--- config.mk ---
export PLATFORM = sky130hd
export DESIGN_NAME = mpr121_top
export DESIGN_NICKNAME = d
export VERILOG_FILES = /design/src/design/mpr121_pkg.sv /design/src/design/i2c_byte_engine.sv /design/src/design/mpr121_cmd_fifo.sv /design/src/design/mpr121_sequencer.sv /design/src/design/mpr121_top.sv /design/src/design/mpr121_wb_regs.sv
export VERILOG_INCLUDE_DIRS = /design/src /design/src/design
export SDC_FILE = /design/constraint.sdc
export NUM_CORES = 1
export LEC_CHECK = 0
export ABC_CLOCK_PERIOD_IN_PS = 2550
export BUFFER_PORTS_ARGS = -buffer_cell sky130_fd_sc_hd__buf_2
export CORE_UTILIZATION = 58
export CTS_CLUSTER_DIAMETER = 120
export DETAILED_ROUTE_END_ITERATION = 8
export GPL_ROUTABILITY_DRIVEN = 0
export PLACE_DENSITY_LB_ADDON = 0.12
export SLEW_MARGIN = 40
export SYNTH_ARGS = -nofsm -noshare
export SYNTH_HDL_FRONTEND = slang
export SYNTH_SLANG_ARGS = --single-unit
--- constraint.sdc ---
create_clock -name i_CLK -period 2.55 [get_ports i_CLK]
set_clock_uncertainty 0.05 [all_clocks]
set_input_delay 0.51 -clock i_CLK [delete_from_list [all_inputs] [get_ports i_CLK]]
set_output_delay 0.51 -clock i_CLK [all_outputs]
set_load 0.05 [all_outputs]
--- src/design/mpr121_settings.svh ---
`ifndef MPR121_SETTINGS_SVH
`define MPR121_SETTINGS_SVH

// ====================
// sensor on the bus
// ====================
`define MPR121_DEV_ADDR        7'h5A    // ADDR pin tied low
`define MPR121_SOFT_RESET_REG  8'h80
`define MPR121_SOFT_RESET_VAL  8'h63

// timing, in i_CLK cycles
`define MPR121_I2C_QDIV        4        // quarter of one scl period
`define MPR121_SETTLE_CYCLES   16       // idle gap after a write

`define MPR121_FIFO_AW         2        // 4 commands deep

// wishbone register map
`define MPR121_WB_ADR_CMD      1'b0
`define MPR121_WB_ADR_STATUS   1'b1

`endif

--- src/design/mpr121_pkg.sv ---
package mpr121_pkg;

	// ====================
	// host side
	// ====================
	typedef struct packed {
		logic       is_read;   // 1 = register read
		logic [7:0] reg_addr;
		logic [7:0] wdata;     // ignored on reads
	} mpr121_cmd_t;

	typedef struct packed {
		logic       fifo_full;  // bit 11
		logic       fail;       // last transfer missed an ack
		logic       busy;
		logic       init_done;
		logic [7:0] rdata;      // bits 7..0
	} mpr121_status_t;

	// sequencer -> front end, init_done goes on its own wire
	typedef struct packed {
		logic       busy;
		logic       fail;
		logic [7:0] rdata;
	} mpr121_seq_result_t;

	// ====================
	// byte engine ops
	// ====================
	typedef enum logic [2:0] {
		OP_START,
		OP_RESTART,
		OP_WRITE,     // byte out, slave acks
		OP_READ_NACK, // byte in, master nacks
		OP_STOP
	} i2c_op_kind_e;

	typedef struct packed {
		i2c_op_kind_e kind;
		logic [7:0]   data;
	} i2c_op_t;

endpackage

--- src/design/i2c_byte_engine.sv ---
`timescale 1ns/100ps
`include "mpr121_settings.svh"

module i2c_byte_engine (
	input  logic                i_CLK,
	input  logic                i_RSTN,
	input  mpr121_pkg::i2c_op_t i_op,
	input  logic                i_op_valid,
	input  logic                i_scl,
	input  logic                i_sda,
	output logic                o_op_ready,
	output logic                o_op_done,
	output logic [7:0]          o_rx_byte,
	output logic                o_got_nack,
	output logic                o_scl_oe,
	output logic                o_sda_oe
);
	import mpr121_pkg::*;

	localparam int QDIV = `MPR121_I2C_QDIV;
	localparam int DW   = (QDIV > 1) ? $clog2(QDIV) : 1;

	logic          busy;
	i2c_op_kind_e  kind;
	logic [DW-1:0] div;       // cycles within a quarter
	logic [1:0]    qtr;       // quarter within a bit
	logic [3:0]    bcnt;      // bit 8 is the ack slot
	logic [7:0]    shreg;     // tx byte, fills with ones
	logic          tick;
	logic          last;
	logic          finish;
	logic [1:0]    q_next;
	logic [3:0]    b_next;
	logic [7:0]    sh_next;
	logic [1:0]    oe_next;   // {scl, sda}
	logic [1:0]    oe_first;

	// line enables per quarter, 1 pulls low
	function automatic logic [1:0] line_oe(i2c_op_kind_e k, logic [1:0] q, logic bit_val);
		logic [1:0] oe;
		case (k)
			OP_START:   oe = {q == 2'd3, q[1]};                // sda falls in q2, scl high
			OP_RESTART: oe = {q == 2'd0 || q == 2'd3, q[1]};   // release sda first, scl low
			OP_STOP:    oe = {q == 2'd0, ~q[1]};               // sda rises in q2, scl high
			default:    oe = {q == 2'd0 || q == 2'd3, ~bit_val}; // data bit, high in q1/q2
		endcase
		return oe;
	endfunction

	assign tick    = busy && (div == DW'(QDIV - 1));
	assign last    = (kind == OP_WRITE || kind == OP_READ_NACK) ? (bcnt == 4'd8) : 1'b1;
	assign finish  = tick && (qtr == 2'd3) && last;
	assign q_next  = qtr + 2'd1;
	assign b_next  = (qtr == 2'd3) ? bcnt + 4'd1 : bcnt;
	assign sh_next = (qtr == 2'd3) ? {shreg[6:0], 1'b1} : shreg;   // ack slot sees a 1
	assign oe_next = line_oe(kind, q_next, (kind == OP_WRITE) ? sh_next[7] : 1'b1);
	// reads keep sda released, also gives the final nack
	assign oe_first = line_oe(i_op.kind, 2'd0, (i_op.kind == OP_WRITE) ? i_op.data[7] : 1'b1);
	assign o_op_ready = !busy;

	always_ff @(posedge i_CLK or negedge i_RSTN)
	begin
		if (!i_RSTN)
		begin
			busy       <= 1'b0;
			div        <= '0;
			qtr        <= 2'd0;
			bcnt       <= 4'd0;
			o_op_done  <= 1'b0;
			o_got_nack <= 1'b0;
			o_scl_oe   <= 1'b0;   // both lines released
			o_sda_oe   <= 1'b0;
		end
		else
		begin
			o_op_done <= finish;
			if (!busy)
			begin
				if (i_op_valid)
				begin
					busy       <= 1'b1;
					div        <= '0;
					qtr        <= 2'd0;
					bcnt       <= 4'd0;
					o_got_nack <= 1'b0;
					{o_scl_oe, o_sda_oe} <= oe_first;
				end
			end
			else if (tick)
			begin
				div <= '0;
				if (finish)
					busy <= 1'b0;   // lines hold until the next op
				else
				begin
					qtr  <= q_next;
					bcnt <= b_next;
					{o_scl_oe, o_sda_oe} <= oe_next;
				end
				// ack slot at scl high midpoint, only counts with scl really high
				if (qtr == 2'd1 && kind == OP_WRITE && bcnt == 4'd8)
					o_got_nack <= i_sda || !i_scl;
			end
			else
				div <= div + 1'b1;
		end
	end

	always_ff @(posedge i_CLK)
	begin
		if (!busy && i_op_valid)
		begin
			kind  <= i_op.kind;
			shreg <= i_op.data;
		end
		else if (tick)
		begin
			shreg <= sh_next;
			if (qtr == 2'd1 && kind == OP_READ_NACK && bcnt < 4'd8)
				o_rx_byte <= {o_rx_byte[6:0], i_sda};   // msb first
		end
	end

endmodule

--- src/design/mpr121_cmd_fifo.sv ---
`timescale 1ns/100ps
`include "mpr121_settings.svh"

module mpr121_cmd_fifo #(
	parameter int AW = `MPR121_FIFO_AW
) (
	input  logic                    i_CLK,
	input  logic                    i_RSTN,
	input  logic                    i_push,
	input  mpr121_pkg::mpr121_cmd_t i_push_cmd,
	input  logic                    i_pop,
	output mpr121_pkg::mpr121_cmd_t o_head,
	output logic                    o_empty,
	output logic                    o_full
);
	import mpr121_pkg::*;

	mpr121_cmd_t mem [2**AW];
	logic [AW:0] wr_ptr;   // msb is the wrap bit
	logic [AW:0] rd_ptr;

	assign o_empty = (wr_ptr == rd_ptr);
	assign o_full  = (wr_ptr[AW] != rd_ptr[AW]) && (wr_ptr[AW-1:0] == rd_ptr[AW-1:0]);
	assign o_head  = mem[rd_ptr[AW-1:0]];   // valid whenever not empty

	always_ff @(posedge i_CLK or negedge i_RSTN)
	begin
		if (!i_RSTN)
		begin
			wr_ptr <= '0;
			rd_ptr <= '0;
		end
		else
		begin
			if (i_push && !o_full)
				wr_ptr <= wr_ptr + 1'b1;
			if (i_pop && !o_empty)
				rd_ptr <= rd_ptr + 1'b1;
		end
	end

	always_ff @(posedge i_CLK)
	begin
		if (i_push && !o_full)
			mem[wr_ptr[AW-1:0]] <= i_push_cmd;
	end

endmodule

--- src/design/mpr121_sequencer.sv ---
`timescale 1ns/100ps
`include "mpr121_settings.svh"

module mpr121_sequencer (
	input  logic                           i_CLK,
	input  logic                           i_RSTN,
	input  mpr121_pkg::mpr121_cmd_t        i_head,
	input  logic                           i_empty,
	input  logic                           i_scl,
	input  logic                           i_sda,
	output logic                           o_pop,
	output mpr121_pkg::mpr121_seq_result_t o_result,
	output logic                           o_init_done,
	output logic                           o_scl_oe,
	output logic                           o_sda_oe
);
	import mpr121_pkg::*;

	localparam int SETTLE = `MPR121_SETTLE_CYCLES;
	localparam int SW     = $clog2(SETTLE);
	localparam logic [7:0] ADDR_W = {`MPR121_DEV_ADDR, 1'b0};
	localparam logic [7:0] ADDR_R = {`MPR121_DEV_ADDR, 1'b1};

	typedef enum logic [2:0] {S_BOOT, S_IDLE, S_ISSUE, S_WAIT, S_SETTLE} seq_state_e;

	seq_state_e    state;
	mpr121_cmd_t   cur;         // command in flight
	logic [2:0]    step;        // index into the op list
	logic [2:0]    stop_step;
	logic [SW-1:0] settle_cnt;
	logic          fail_r;
	logic [7:0]    rdata_r;
	i2c_op_t       op;
	logic          op_valid;
	logic          op_ready;
	logic          op_done;
	logic          got_nack;
	logic [7:0]    rx_byte;

	// ====================
	// op list per command
	// ====================
	always_comb
	begin
		case ({cur.is_read, step})
			4'b0_000, 4'b1_000: op = '{kind: OP_START, data: 8'h00};
			4'b0_001, 4'b1_001: op = '{kind: OP_WRITE, data: ADDR_W};
			4'b0_010, 4'b1_010: op = '{kind: OP_WRITE, data: cur.reg_addr};
			4'b0_011:           op = '{kind: OP_WRITE, data: cur.wdata};
			4'b1_011:           op = '{kind: OP_RESTART, data: 8'h00};
			4'b1_100:           op = '{kind: OP_WRITE, data: ADDR_R};
			4'b1_101:           op = '{kind: OP_READ_NACK, data: 8'h00};
			default:            op = '{kind: OP_STOP, data: 8'h00};
		endcase
	end

	assign stop_step = cur.is_read ? 3'd6 : 3'd4;   // skip ahead here on a nack
	assign op_valid  = (state == S_ISSUE);
	assign o_pop     = (state == S_IDLE) && !i_empty;
	// queued commands count as busy too
	assign o_result  = '{busy: (state != S_IDLE) || !i_empty, fail: fail_r, rdata: rdata_r};

	// command register, soft reset pair on boot
	always_ff @(posedge i_CLK)
	begin
		if (state == S_BOOT)
			cur <= '{is_read: 1'b0, reg_addr: `MPR121_SOFT_RESET_REG,
				wdata: `MPR121_SOFT_RESET_VAL};
		else if (o_pop)
			cur <= i_head;
	end

	always_ff @(posedge i_CLK or negedge i_RSTN)
	begin
		if (!i_RSTN)
		begin
			state       <= S_BOOT;
			step        <= 3'd0;
			settle_cnt  <= '0;
			fail_r      <= 1'b0;
			rdata_r     <= 8'h00;
			o_init_done <= 1'b0;
		end
		else
		begin
			case (state)
				S_BOOT:
					state <= S_ISSUE;
				S_IDLE:
				begin
					if (!i_empty)
					begin
						step   <= 3'd0;
						fail_r <= 1'b0;   // fail is per transfer
						state  <= S_ISSUE;
					end
				end
				S_ISSUE:
				begin
					if (op_ready)
						state <= S_WAIT;
				end
				S_WAIT:
				begin
					if (op_done)
					begin
						if (op.kind == OP_READ_NACK)
							rdata_r <= rx_byte;
						if (op.kind == OP_STOP)
						begin
							settle_cnt <= '0;
							state      <= cur.is_read ? S_IDLE : S_SETTLE;
						end
						else if (got_nack)
						begin
							fail_r <= 1'b1;
							step   <= stop_step;   // still close the bus
							state  <= S_ISSUE;
						end
						else
						begin
							step  <= step + 3'd1;
							state <= S_ISSUE;
						end
					end
				end
				S_SETTLE:
				begin
					if (settle_cnt == SW'(SETTLE - 1))
					begin
						o_init_done <= 1'b1;   // first write is always the soft reset
						state       <= S_IDLE;
					end
					else
						settle_cnt <= settle_cnt + 1'b1;
				end
				default:
					state <= S_IDLE;
			endcase
		end
	end

	i2c_byte_engine u_engine (
		.i_CLK      (i_CLK),
		.i_RSTN     (i_RSTN),
		.i_op       (op),
		.i_op_valid (op_valid),
		.i_scl      (i_scl),
		.i_sda      (i_sda),
		.o_op_ready (op_ready),
		.o_op_done  (op_done),
		.o_rx_byte  (rx_byte),
		.o_got_nack (got_nack),
		.o_scl_oe   (o_scl_oe),
		.o_sda_oe   (o_sda_oe)
	);

endmodule

--- src/design/mpr121_top.sv ---
`timescale 1ns/100ps
`include "mpr121_settings.svh"

module mpr121_top (
	input  logic        i_CLK,
	input  logic        i_RSTN,
	input  logic        i_wb_cyc,
	input  logic        i_wb_stb,
	input  logic        i_wb_we,
	input  logic        i_wb_adr,
	input  logic [31:0] i_wb_dat,
	output logic [31:0] o_wb_dat,
	output logic        o_wb_ack,
	input  logic        i_scl,
	input  logic        i_sda,
	output logic        o_scl_oe,   // open drain, pad merge on the board
	output logic        o_sda_oe
);
	import mpr121_pkg::*;

	logic               push;
	mpr121_cmd_t        push_cmd;
	mpr121_cmd_t        head;
	logic               fifo_empty;
	logic               fifo_full;
	logic               pop;
	mpr121_seq_result_t result;
	logic               init_done;

	// ====================
	// producer
	// ====================
	mpr121_wb_regs u_regs (
		.i_CLK       (i_CLK),
		.i_RSTN      (i_RSTN),
		.i_wb_cyc    (i_wb_cyc),
		.i_wb_stb    (i_wb_stb),
		.i_wb_we     (i_wb_we),
		.i_wb_adr    (i_wb_adr),
		.i_wb_dat    (i_wb_dat),
		.i_fifo_full (fifo_full),
		.i_result    (result),
		.i_init_done (init_done),
		.o_wb_dat    (o_wb_dat),
		.o_wb_ack    (o_wb_ack),
		.o_push      (push),
		.o_push_cmd  (push_cmd)
	);

	mpr121_cmd_fifo #(.AW(`MPR121_FIFO_AW)) u_fifo (
		.i_CLK      (i_CLK),
		.i_RSTN     (i_RSTN),
		.i_push     (push),
		.i_push_cmd (push_cmd),
		.i_pop      (pop),
		.o_head     (head),
		.o_empty    (fifo_empty),
		.o_full     (fifo_full)
	);

	// consumer, owns the byte engine
	mpr121_sequencer u_seq (
		.i_CLK       (i_CLK),
		.i_RSTN      (i_RSTN),
		.i_head      (head),
		.i_empty     (fifo_empty),
		.i_scl       (i_scl),
		.i_sda       (i_sda),
		.o_pop       (pop),
		.o_result    (result),
		.o_init_done (init_done),
		.o_scl_oe    (o_scl_oe),
		.o_sda_oe    (o_sda_oe)
	);

endmodule

--- src/design/mpr121_wb_regs.sv ---
`timescale 1ns/100ps
`include "mpr121_settings.svh"

module mpr121_wb_regs (
	input  logic                           i_CLK,
	input  logic                           i_RSTN,
	input  logic                           i_wb_cyc,
	input  logic                           i_wb_stb,
	input  logic                           i_wb_we,
	input  logic                           i_wb_adr,
	input  logic [31:0]                    i_wb_dat,
	input  logic                           i_fifo_full,
	input  mpr121_pkg::mpr121_seq_result_t i_result,
	input  logic                           i_init_done,
	output logic [31:0]                    o_wb_dat,
	output logic                           o_wb_ack,
	output logic                           o_push,
	output mpr121_pkg::mpr121_cmd_t        o_push_cmd
);
	import mpr121_pkg::*;

	logic           req;     // new cycle, not yet acked
	logic           cmd_wr;
	logic           accept;
	mpr121_status_t status;

	assign req    = i_wb_cyc && i_wb_stb && !o_wb_ack;     // no double accept in ack cycle
	assign cmd_wr = req && i_wb_we && (i_wb_adr == `MPR121_WB_ADR_CMD);
	assign accept = req && !(cmd_wr && i_fifo_full);        // stall cmd writes on full
	assign o_push = cmd_wr && !i_fifo_full;
	assign o_push_cmd = i_wb_dat[16:0];                     // low 17 bits = command

	assign status = '{fifo_full: i_fifo_full, fail: i_result.fail, busy: i_result.busy,
		init_done: i_init_done, rdata: i_result.rdata};

	// one-cycle ack, one cycle after accept
	always_ff @(posedge i_CLK or negedge i_RSTN)
	begin
		if (!i_RSTN)
			o_wb_ack <= 1'b0;
		else
			o_wb_ack <= accept;
	end

	// read data, zero for cmd reads and for writes
	always_ff @(posedge i_CLK)
	begin
		if (accept && !i_wb_we && i_wb_adr == `MPR121_WB_ADR_STATUS)
			o_wb_dat <= {20'd0, status};
		else
			o_wb_dat <= 32'd0;
	end

endmodule

# After elaboration in Yosys (flattened, before gate mapping)
# Memories as Yosys holds them, arrays and structs flattened. A register that Yosys moved wholly into a read port is not among the register bits.
# Cells that the tools add are included.
# totals
regBits,91
mem_bits_rw,68
in_bits,40
output_inout_bits,35
word_cells,196
n_memories,1
# mem_list
name,depth,width,rd,rd_clocked_by_memory_dff,wr,line,text
u_fifo.mem,4,17,1,1,1,mpr121_cmd_fifo.sv:18,mpr121_cmd_t mem [2**AW];
# classes
add_sub_neg,7
n_lt_le_gt_ge,1
n_eq_ne,43
mux,60
bitwise,5
n_reduce_logical,56
# ops
operator,count
$pmux W11 S7,1
$eq A4 B4 Y1 const B,8
$mux W4,8
$mux W3,10
$mux W1,25
$mux W8,3
$logic_and A1 B1 Y1,21
$eq A3 B2 Y1 const B,6
$reduce_and A4 Y1,4
$pmux W3 S5,1
$mux W2,7
$ne A2 B2 Y1 const B,7
$pmux W2 S3,2
$reduce_and A3 Y1,4
$ne A2 B1 Y1 const B,5
$reduce_bool A2 Y1,5
$add A3 B1 Y3 const B,3
$eq A3 B1 Y1 const B,3
$eq A3 B3 Y1 const B,3
$logic_not A3 Y1,3
$add A4 B1 Y4 const B,2
$eq A4 B2 Y1 const B,2
$pmux W4 S2,1
$logic_not A1 Y1,7
other kinds (18),31

# Depth between registers and ports, before layout
# Gate-level depths: netlist (run 1).
# logic_depth
depth_word,9
ltp_mapped,8
mapped_depth_nobuf,7

# Hierarchy
# From an unflattened synthesis (run 1), not the netlist that was laid out.
# unflattened
hier_cells,526
hier_area_um2,6870.3
# modules_own_cells
module,instances,cells_each,area_per_inst_um2,seq_area_each_um2
mpr121_cmd_fifo,1,137,2934.1,2192.1
mpr121_sequencer,1,190,1761.7,840.8
i2c_byte_engine,1,129,1482.7,895.9
mpr121_wb_regs,1,70,691.9,265.3

# Worst setup path before layout (run 1)
# No wires, ideal clock.
# synth_timing
kind,reg2reg
start,register u_regs.o_wb_ack
end,"memory u_fifo.mem[3][0] (netlist bit), enable pin"
setup_time_ps,376
arrival_ps,1924
t_required_ps,2124
slack_ps,200
path_stages_with_launch,4
path_buffers,0
synth_period_minus_slack_ps,2350
path_cell_list,dfrtp_1 > nand3b_1 > a311oi_1 > and2_1
# synth_via
elab_chain_len,8
# synth_rtl
element,line,text
start: declaration,mpr121_wb_regs.sv:16,"output logic o_wb_ack,"
start signal: assignment,mpr121_wb_regs.sv:42,o_wb_ack <= accept;
$logic_not A1 Y1,mpr121_wb_regs.sv:27,assign req = i_wb_cyc && i_wb_stb && !o_wb_ack;
$logic_and A1 B1 Y1,mpr121_wb_regs.sv:27,
$logic_and A1 B1 Y1 (2 in series),mpr121_wb_regs.sv:28,assign cmd_wr = req && i_wb_we && (i_wb_adr == `MPR121_WB_ADR_CMD);
$logic_and A1 B1 Y1,mpr121_wb_regs.sv:30,assign o_push = cmd_wr && !i_fifo_full;
$logic_and A1 B1 Y1,mpr121_cmd_fifo.sv:44,if (i_push && !o_full)
$mux W1,mpr121_cmd_fifo.sv:44,
$mux W1 (not written as such),mpr121_cmd_fifo.sv:45,mem[wr_ptr[AW-1:0]] <= i_push_cmd;
end: declaration,mpr121_cmd_fifo.sv:18,
# Every way passes these cells.

# Worst setup path after layout (run 1)
# layout_timing
start,register u_seq.state[2]
end,"register u_seq.u_engine.shreg[0], enable pin"
# layout_via
elab_chain_len,4
elab_cells_between_ends,5
classes_between,eq/ne: 1; reduce/logical: 4
# layout_rtl
element,line,text
start: declaration,mpr121_sequencer.sv:26,seq_state_e state;
start signal: assignment,mpr121_sequencer.sv:112,state <= cur.is_read ? S_IDLE : S_SETTLE;
$eq A3 B2 Y1 *,mpr121_sequencer.sv:58,assign op_valid = (state == S_ISSUE);
$logic_and A1 B1 Y1 *,i2c_byte_engine.sv:111,if (!busy && i_op_valid)
$reduce_bool A2 Y1 (no source line),n/a,
$reduce_and A2 Y1 (no source line) *,n/a,
end signal: assignment,i2c_byte_engine.sv:114,shreg <= i_op.data;
end signal: assignment,i2c_byte_engine.sv:118,shreg <= sh_next;
end: declaration,i2c_byte_engine.sv:28,logic [7:0] shreg;
# Every way passes the cells marked *; elsewhere a longest branch is shown, timed or not.
# A chain may end at the register's enable or synchronous reset.

==> flow_summary_export.csv, run 1 <==
group,metric,value,unit
layout,fin_nets,616,
critical_path,worstSetupEndpointType,"flip-flop",
clock_tree,clkSinkCount,156,
synthesis,synth.avg_cell_area,13.2,µm²
layout,diodes,0,
sta,maxSlewViolCount,0,
synthesis,syn_area,0.00667,mm²
flow_run,timing.max_cap.violations,0,
synthesis,ys_ff_latch,156,
sta,timing_hold_violations_final,0,
clock_tree,clkTransAtPathRegs,0.06,ns
power,pwr-share-clk,45.1,%
critical_path,worst-path-max-fanout,10,
sta,slew_headroom,57.7,%
clock_tree,cts_tree,"built",
power,p_int,4.25,mW
synthesis,ys_seq_area_share,62.9,%
synthesis,synthCells,506,
sta,finalCritPeriodShare,86.3,%
grt,grt_antenna_before_repair,0,
run_status,status,"finished, final reports clean",
drt,num_vias,3999,
drt,wirelength,11400,µm
synthesis,synth_enable_flop_cells,87,
drt,firstDrtPassIters,4,
power,switching_share,22.9,%
clock_tree,htree_levels,4,
layout,syn2layout_area_growth,13.6,%
drt,viasPerCell,5.62,
clock_tree,hold_buffers,0,
drt,drtIter0Drc,169,
placement,place_hpwl,7490,µm
sta,tns,0,ns
power,pwr-share-seq,49.9,%
placement,io_buffers,39,
power,p_leak,2.99,nW
clock_tree,postCtsSetupRepairBufs,0,
grt,grt_use_total,21.3,%
synthesis,ys_warn_count,0,
synthesis,yosys.area.top_type_share,39.2,%
synthesis,yosys.area.top_type,"edfxtp_1",
power,ir_drop,0.726,mV
clock_tree,ctsResizeCount,0,
grt,grt_pass1_vias,3917,
drt,ant_nets,0,
synthesis,synth_ff_type,"edfxtp_1",
layout,final_area,0.00757,mm²
drt,wl_per_cell,16.0,µm
synthesis,synth.distinct_cells,59,
floorplan,rows,38,
power,p_comb_share,5.0,%
critical_path,r2r_cells,5,
clock_tree,numCtsBuffers,17,
sta,rsz0062_at_grt,"false",
clock_tree,clock-root-buffer,"clkbuf_16",
floorplan,ios,75,
synthesis,async_flop_share,25.6,%
floorplan,dieHeight,109,µm
sta,worst_pin_slew,0.618,ns
layout,final_layout_size_suffix_gt1_share,20.5,%
critical_path,crit_type,"flip-flop to flip-flop",
grt,grt_max_degree,41,
sta,finalCriticalPeriod,2.20,ns
floorplan,start_util,60.4,%
synthesis,synthTopCellsByArea,"edfxtp_1 39%, dfrtp_1 15%, dfxtp_1 8.7%",
floorplan,dieArea,0.0119,mm²
sta,setup_viol,0,
placement,placed_area,0.00699,mm²
grt,grt_overflow,0,
critical_path,cp.arrival,2.23,ns
critical_path,start_kind,"flip-flop",
critical_path,reg2reg_from,"u_seq.state[2]",
power,p_per_area,728,mW/mm²
sta,fmax,455,MHz
critical_path,worstSetupStartpoint,"u_seq.state[2]",
grt,grt_pass1_wl,18800,µm
worst_hold_path,min_path_type,"primary input to async pin",
power,power_switching,1.26,mW
floorplan,dieWidth,109,µm
critical_path,cp.required,2.58,ns
clock_tree,cts.path.max_buffers,2,
drt,drc_errors,0,
floorplan,fp.coreArea,0.0110,mm²
clock_tree,clock_latency,0.42,ns
placed cells by master, fill, tap and decap left out, types with 7 or more instances in the layout:
master / count
nand2_1: 59
dfxtp_1: 29
nor3_1: 10
nand3_1: 11
ha_1: 17
dfrtp_1: 40
buf_4: 17
mux2_2: 10
and2_1: 17
nor2_1: 13
a21oi_1: 23
o21ai_0: 22
edfxtp_1: 87
conb_1: 20
clkbuf_16: 17
inv_1: 19
mux4_2: 17
xnor2_1: 7
buf_2: 38
critical path: stages, from the launching register on:
cell and delay (ns):
dfrtp_1 0.47, or4b_4 0.60, clkinv_4 0.12, a21oi_1 0.10, inv_1 0.18, o21a_1 0.35
routing by layer:
metal / global-route usage (%) / up-vias / share of wire (%)
met5: 0 / - / 0
met4: 7.62 / 0 / 1.4
met3: 5.50 / 14 / 4.2
met2: 35.7 / 100 / 51
met1: 26.8 / 1956 / 44
li1: - / 1929 / -
flip-flops by register name, summed over array words and instances (netlist names), 4 cells and up:
| signal | cells |
|---|---|
| u_seq.settle_cnt | 4 |
| u_seq.u_engine.shreg | 8 |
| u_seq.rdata_r | 8 |
| u_seq.u_engine.o_rx_byte | 8 |
| u_seq.u_engine.bcnt | 4 |
| u_seq.cur | 17 |
| u_fifo.mem | 68 |
| u_regs.o_wb_dat | 12 |
per-stage QoR:
step | setup slack (ns) | instances | utilization, % | hold WS (ns) | total power [mW]
4_1_cts | 0.344 | 712 | 68.7 | 0.0325 | 5.57
2_1_floorplan | 0.200 | 525 | - | 0.164 | 3.01
5_1_grt | 0.0617 | 712 | 68.7 | 0.0567 | 5.70
6_report | 0.350 | 712 | 68.7 | 0.0272 | 5.51
3_3_place_gp | 0.406 | 680 | 63.3 | 0.390 | 3.07
3_5_place_dp | 0.359 | 680 | 63.4 | 0.388 | 3.08
power by group through the flow:
stage	clock, mW	sequential (mW)	combinational, mW
6_report	2.48	2.75	0.275
5_1_grt	2.63	2.76	0.309
4_1_cts	2.53	2.75	0.278
3_5_place_dp	0	2.80	0.277
3_3_place_gp	0	2.80	0.266
2_1_floorplan	0	2.80	0.212
Yosys cell counts, drive strengths merged (2+ instances only):
cell type,number
a211oi,2
a21o,2
a21oi,23
a221oi,4
a22o,3
a22oi,4
a31oi,3
and2,17
and2b,2
and3,3
buf,30
clkbuf,10
dfrtp,40
dfxtp,29
edfxtp,87
ha,17
inv,19
mux2,10
mux2i,2
mux4,17
nand2,59
nand2b,4
nand3,11
nand3b,5
nand4,2
nand4b,2
nor2,13
nor2b,2
nor3,10
nor3b,5
nor4,3
nor4b,4
o21ai,22
o21bai,2
o22ai,2
o31ai,3
o41ai,2
or3,5
xnor2,7
xor2,4
area by class of cell:
cell class	count	area [µm²]
Clock buffer	18	429
Inverter	20	80.1
Sequential cell	156	4190
Timing Repair Buffer	55	318
Multi-Input combinational cell	309	2220
Tap cell	140	175
Fill cell	770	3460
Clock inverter	14	156
logic make-up after synthesis:
logic type      after synthesis  share of synthesized area, %
fa+ha+maj                    17                          3.19
mux                          29                          7.73
flops                       156                          62.9
compound gates               82                          8.09
xor+xnor                     11                          1.45
other cells                   1                        0.0563
buf+inv                      60                          4.90
simple gates                150                          11.7
path summary, 6_finish.rpt:
path | end | slack [ns]
setup / recovery | u_seq.u_engine.shreg[0] | 0.35
hold / removal | u_seq.rdata_r[6] | 0.03
setup reg to reg | u_seq.u_engine.shreg[0] | 0.35
hold reg to reg | u_seq.u_engine.o_rx_byte[7] | 0.40
max in group asynchronous | u_seq.u_engine.bcnt[0] | 2.07
min in group i_CLK | u_seq.u_engine.o_rx_byte[0] | 0.24
(Power assumes the default switching activity.)
==> run 2: changes to the inputs <==
ABC_CLOCK_PERIOD_IN_PS = 2750   (was 2550)
CORE_UTILIZATION = 63   (was 58)
clock period = 2.75 ns   (was 2.55 ns; I/O delays follow)
==> flow_summary_export.csv, run 2 (synthesized netlist as in run 1, its figures left out) <==
group,metric,value,unit
clock_tree,clock-root-buffer,"clkbuf_8",
floorplan,dieArea,0.0110,mm²
critical_path,path_cells,"inv_1, ha_1, nor2b_1, nor2_1, or3_1, mux2_2",
drt,wirelength,11800,µm
critical_path,cp.arrival,2.78,ns
grt,grt_pass1_vias,4010,
grt,grt_use_total,23.9,%
grt,grt_overflow,0,
placement,io_buffers,39,
critical_path,critPathTopFamily,"simple AND/OR/NAND/NOR gates",
power,ir_drop,0.894,mV
clock_tree,numCtsBuffers,17,
clock_tree,postCtsSetupRepairBufs,0,
floorplan,rows,37,
drt,viasPerCell,5.71,
drt,ant_nets,0,
sta,setup_viol,0,
layout,final_cell_mix,"87 x edfxtp_1, 59 x nand2_1, 40 x dfrtp_1",
floorplan,start_util,64.9,%
flow_run,timing.max_cap.violations,0,
clock_tree,cts.path.max_buffers,2,
clock_tree,cts_tree,"built",
power,p_total,5.25,mW
layout,layout_commonest_cell,"edfxtp_1",
grt,grt_max_degree,41,
clock_tree,clkSinkCount,156,
clock_tree,htree_levels,4,
run_status,status,"finished, final reports clean",
critical_path,worst-path-max-fanout,9,
layout,largest_reg_flops,68,
critical_path,max_stage_delay,0.52,ns
critical_path,crit_type,"flip-flop to flip-flop",
critical_path,cp.required,3.11,ns
drt,drtIter0Drc,254,
drt,num_vias,4033,
clock_tree,clock_latency,0.54,ns
grt,grt_pass1_wl,19700,µm
critical_path,start_kind,"flip-flop",
critical_path,worstSetupEndpointType,"flip-flop",
sta,timing_hold_violations_final,0,
layout,syn2layout_area_growth,14.0,%
sta,tns,0,ns
sta,maxSlewViolCount,0,
grt,grt_antenna_before_repair,0,
worst_hold_path,min_path_type,"primary input to flip-flop",
layout,final_layout_size_suffix_gt1_share,20.4,%
floorplan,dieHeight,105,µm
drt,wl_per_cell,16.8,µm
power,p_leak,3.00,nW
floorplan,dieWidth,105,µm
placement,place_hpwl,7610,µm
layout,fin_nets,614,
sta,slew_headroom,55.8,%
sta,fmax,415,MHz
drt,drc_errors,0,
layout,diodes,0,
floorplan,ios,75,
sta,finalCriticalPeriod,2.41,ns
sta,rsz0062_at_grt,"false",
sta,finalCritPeriodShare,87.7,%
clock_tree,clkTransAtPathRegs,0.06,ns
floorplan,fp.coreArea,0.0103,mm²
sta,worst_pin_slew,0.659,ns
critical_path,path_buf_inv,1,
power,p_per_area,691,mW/mm²
drt,firstDrtPassIters,5,
critical_path,slowest_stage,"nor2b_1",
[run 2: final cells by class]
cell class	instances	area, µm²
Multi-Input combinational cell	309	2220
Sequential cell	156	4190
Clock inverter	12	159
Inverter	20	80.1
Clock buffer	20	468
Fill cell	694	2680
Timing Repair Buffer	53	305
Tap cell	136	170
[run 2: timing repair]
action / in CTS / in global routing
hold buffers: 1 / 0
hold endpoints to repair: 40 / 0
resized for setup: 0 / 0
[run 2: worst paths after layout]
kind                                                  start  depth (start not counted)  slack (ns)                     endpoint
worst max-delay path                          u_seq.step[0]                          6        0.34             u_seq.rdata_r[4]
worst min-delay path                                  i_sda                          1        0.17  u_seq.u_engine.o_rx_byte[0]
worst max register to register                u_seq.step[0]                          6        0.34             u_seq.rdata_r[4]
worst min register to register  u_seq.u_engine.o_rx_byte[2]                          0        0.40  u_seq.u_engine.o_rx_byte[3]
max in group asynchronous                            i_RSTN                          2        1.81             u_seq.rdata_r[1]
min in group asynchronous                            i_RSTN                          2        0.49             u_seq.rdata_r[7]
[run 2: stage by stage]
stage,setup slack [ns],cells,area (µm²),utilization (%),hold slack (ns)
6_report,0.339,706,7600,73.9,0.170
5_1_grt,0.214,706,7600,73.9,0.148
4_1_cts,0.337,706,7600,73.9,0.142
3_5_place_dp,0.363,673,6960,67.7,0.387
3_3_place_gp,0.405,673,6960,67.7,0.381
2_1_floorplan,0.400,525,6740,-,0.204
[run 2: report_power, final]
group	internal (mW)	switching, mW	leakage, nW
Clock	1.50	0.943	0.302
Sequential	2.51	0.0428	1.51
Combinational	0.0734	0.183	1.18
[run 2: layer usage]
layer	track usage (%)	wire length, µm	part of all wire, %
met1	30.7	5110	43
met5	0	0	0
met4	9.86	247	2.1
met2	38.8	5980	51
met3	6.49	492	4.2
==> run 3: changes to the inputs <==
PLACE_DENSITY = 0.85   (was default)
PLACE_DENSITY_LB_ADDON = default   (was 0.12)
==> flow_summary_export.csv, run 3 (synthesized netlist as in run 1, its figures left out) <==
group,metric,value,unit
clock_tree,clkTransAtPathRegs,0.07,ns
sta,rsz0062_at_grt,"false",
layout,final_layout_size_suffix_gt1_share,20.4,%
layout,largest_reg_flops,68,
layout,diodes,0,
floorplan,rows,37,
critical_path,cp.arrival,2.83,ns
floorplan,dieArea,0.0110,mm²
clock_tree,cts_tree,"built",
sta,finalCritPeriodShare,89.5,%
clock_tree,ctsResizeCount,0,
grt,grt_max_degree,41,
placement,io_buffers,39,
critical_path,cp.required,3.12,ns
critical_path,crit_type,"flip-flop to flip-flop",
floorplan,start_util,64.9,%
layout,fin_nets,614,
drt,wirelength,12200,µm
sta,maxSlewViolCount,0,
placement,place_hpwl,7910,µm
critical_path,worst-path-max-fanout,9,
layout,syn2layout_area_growth,12.8,%
drt,wl_per_cell,17.3,µm
drt,viasPerCell,5.82,
grt,grt_pass1_vias,4193,
floorplan,dieHeight,105,µm
critical_path,worstSetupEndpointType,"flip-flop",
sta,slew_headroom,55.0,%
sta,fmax,406,MHz
sta,setup_viol,0,
layout,layout_commonest_cell,"edfxtp_1",
grt,grt_overflow,0,
clock_tree,numCtsBuffers,17,
sta,setup_slack,0.289,ns
placement,pre_cts_slack,0.374,ns
power,p_per_area,658,mW/mm²
clock_tree,clkSinkCount,156,
drt,drtIter0Drc,251,
drt,drc_errors,0,
run_status,status,"finished, final reports clean",
drt,ant_nets,0,
grt,grt_antenna_before_repair,0,
sta,timing_hold_violations_final,0,
clock_tree,clock-root-buffer,"clkbuf_8",
floorplan,fp.coreArea,0.0103,mm²
sta,worst_pin_slew,0.673,ns
clock_tree,postCtsSetupRepairBufs,0,
worst_hold_path,min_path_type,"primary input to flip-flop",
critical_path,start_kind,"flip-flop",
sta,finalCriticalPeriod,2.46,ns
clock_tree,htree_levels,4,
sta,tns,0,ns
drt,num_vias,4107,
layout,nFillCells,647,
power,p_leak,2.96,nW
drt,firstDrtPassIters,5,
flow_run,timing.max_cap.violations,0,
clock_tree,cts.path.max_buffers,2,
grt,grt_use_total,24.4,%
grt,grt_pass1_wl,20200,µm
floorplan,ios,75,
clock_tree,clock_latency,0.54,ns
floorplan,dieWidth,105,µm
power,ir_drop,0.490,mV
layout,final_cell_mix,"87 x edfxtp_1, 59 x nand2_1, 40 x dfrtp_1",
-- run 3: changes by cell type in the layout (fill, tap and decap cells not counted), sizes merged --
cell	change
clkbuf	-2
bufinv	-3
clkinvlp	+1
inv	+4
-- run 3: cell type report --
class,count,area (µm²),share of cell area (%)
repair buffers,53,305,4.06
multi-input cells,309,2220,29.5
flip-flops and latches,156,4190,55.8
well taps,136,170,2.26
clock buffers,18,418,5.56
clock inverters,14,133,1.76
inverters,20,80.1,1.06
-- run 3: final timing paths --
check / start / end / slack, ns / cells after the start
max in group asynchronous: i_RSTN / u_seq.u_engine.busy / 1.80 / 2
setup / recovery: u_seq.step[0] / u_seq.rdata_r[2] / 0.29 / 6
setup reg to reg: u_seq.step[0] / u_seq.rdata_r[2] / 0.29 / 6
hold / removal: i_sda / u_seq.u_engine.o_rx_byte[0] / 0.17 / 1
min in group asynchronous: i_RSTN / u_seq.rdata_r[7] / 0.49 / 2
hold reg to reg: u_seq.u_engine.o_rx_byte[5] / u_seq.u_engine.o_rx_byte[6] / 0.40 / 0
-- run 3: what timing repair did --
action | CTS | global route
hold buffers | 1 | 0
endpoints found under the hold margin | 40 | 0
setup endpoints to repair | 0 | 0
-- run 3: routing by layer --
metal  global-route usage (%)  part of all wire (%)  vias to the layer above
met5                        0                     0                        -
met4                     10.1                   1.6                        0
met3                     5.86                   4.8                       15
met2                     43.2                    53                      133
met1                     28.6                    41                     2034
li1                         -                     -                     1925
-- run 3: power breakdown --
group	internal [mW]	switching (mW)	leakage, nW	total, mW
combinational	0.0733	0.188	1.18	0.261
clock	1.15	0.989	0.262	2.14
sequential	2.51	0.0441	1.51	2.55
-- run 3: through the flow --
stage | std cells | utilization, % | instance area (µm²) | total power, mW | hold WS (ns)
floorplan | 525 | - | 6740 | 2.79 | 0.204
global placement | 673 | 67.7 | 6960 | 2.84 | 0.380
detailed placement | 673 | 67.7 | 6960 | 2.86 | 0.387
CTS | 706 | 73.2 | 7520 | 4.99 | 0.147
global route | 706 | 73.2 | 7520 | 5.12 | 0.157
finish | 706 | 73.2 | 7520 | 4.95 | 0.168
-- run 3: worst max-delay path, stage by stage, from the launching register on --
cell and delay, ns:
dfrtp_1 0.44, inv_1 0.12, ha_1 0.23, nor2b_1 0.58, nor2_1 0.08, or3_1 0.51, mux2_2 0.34
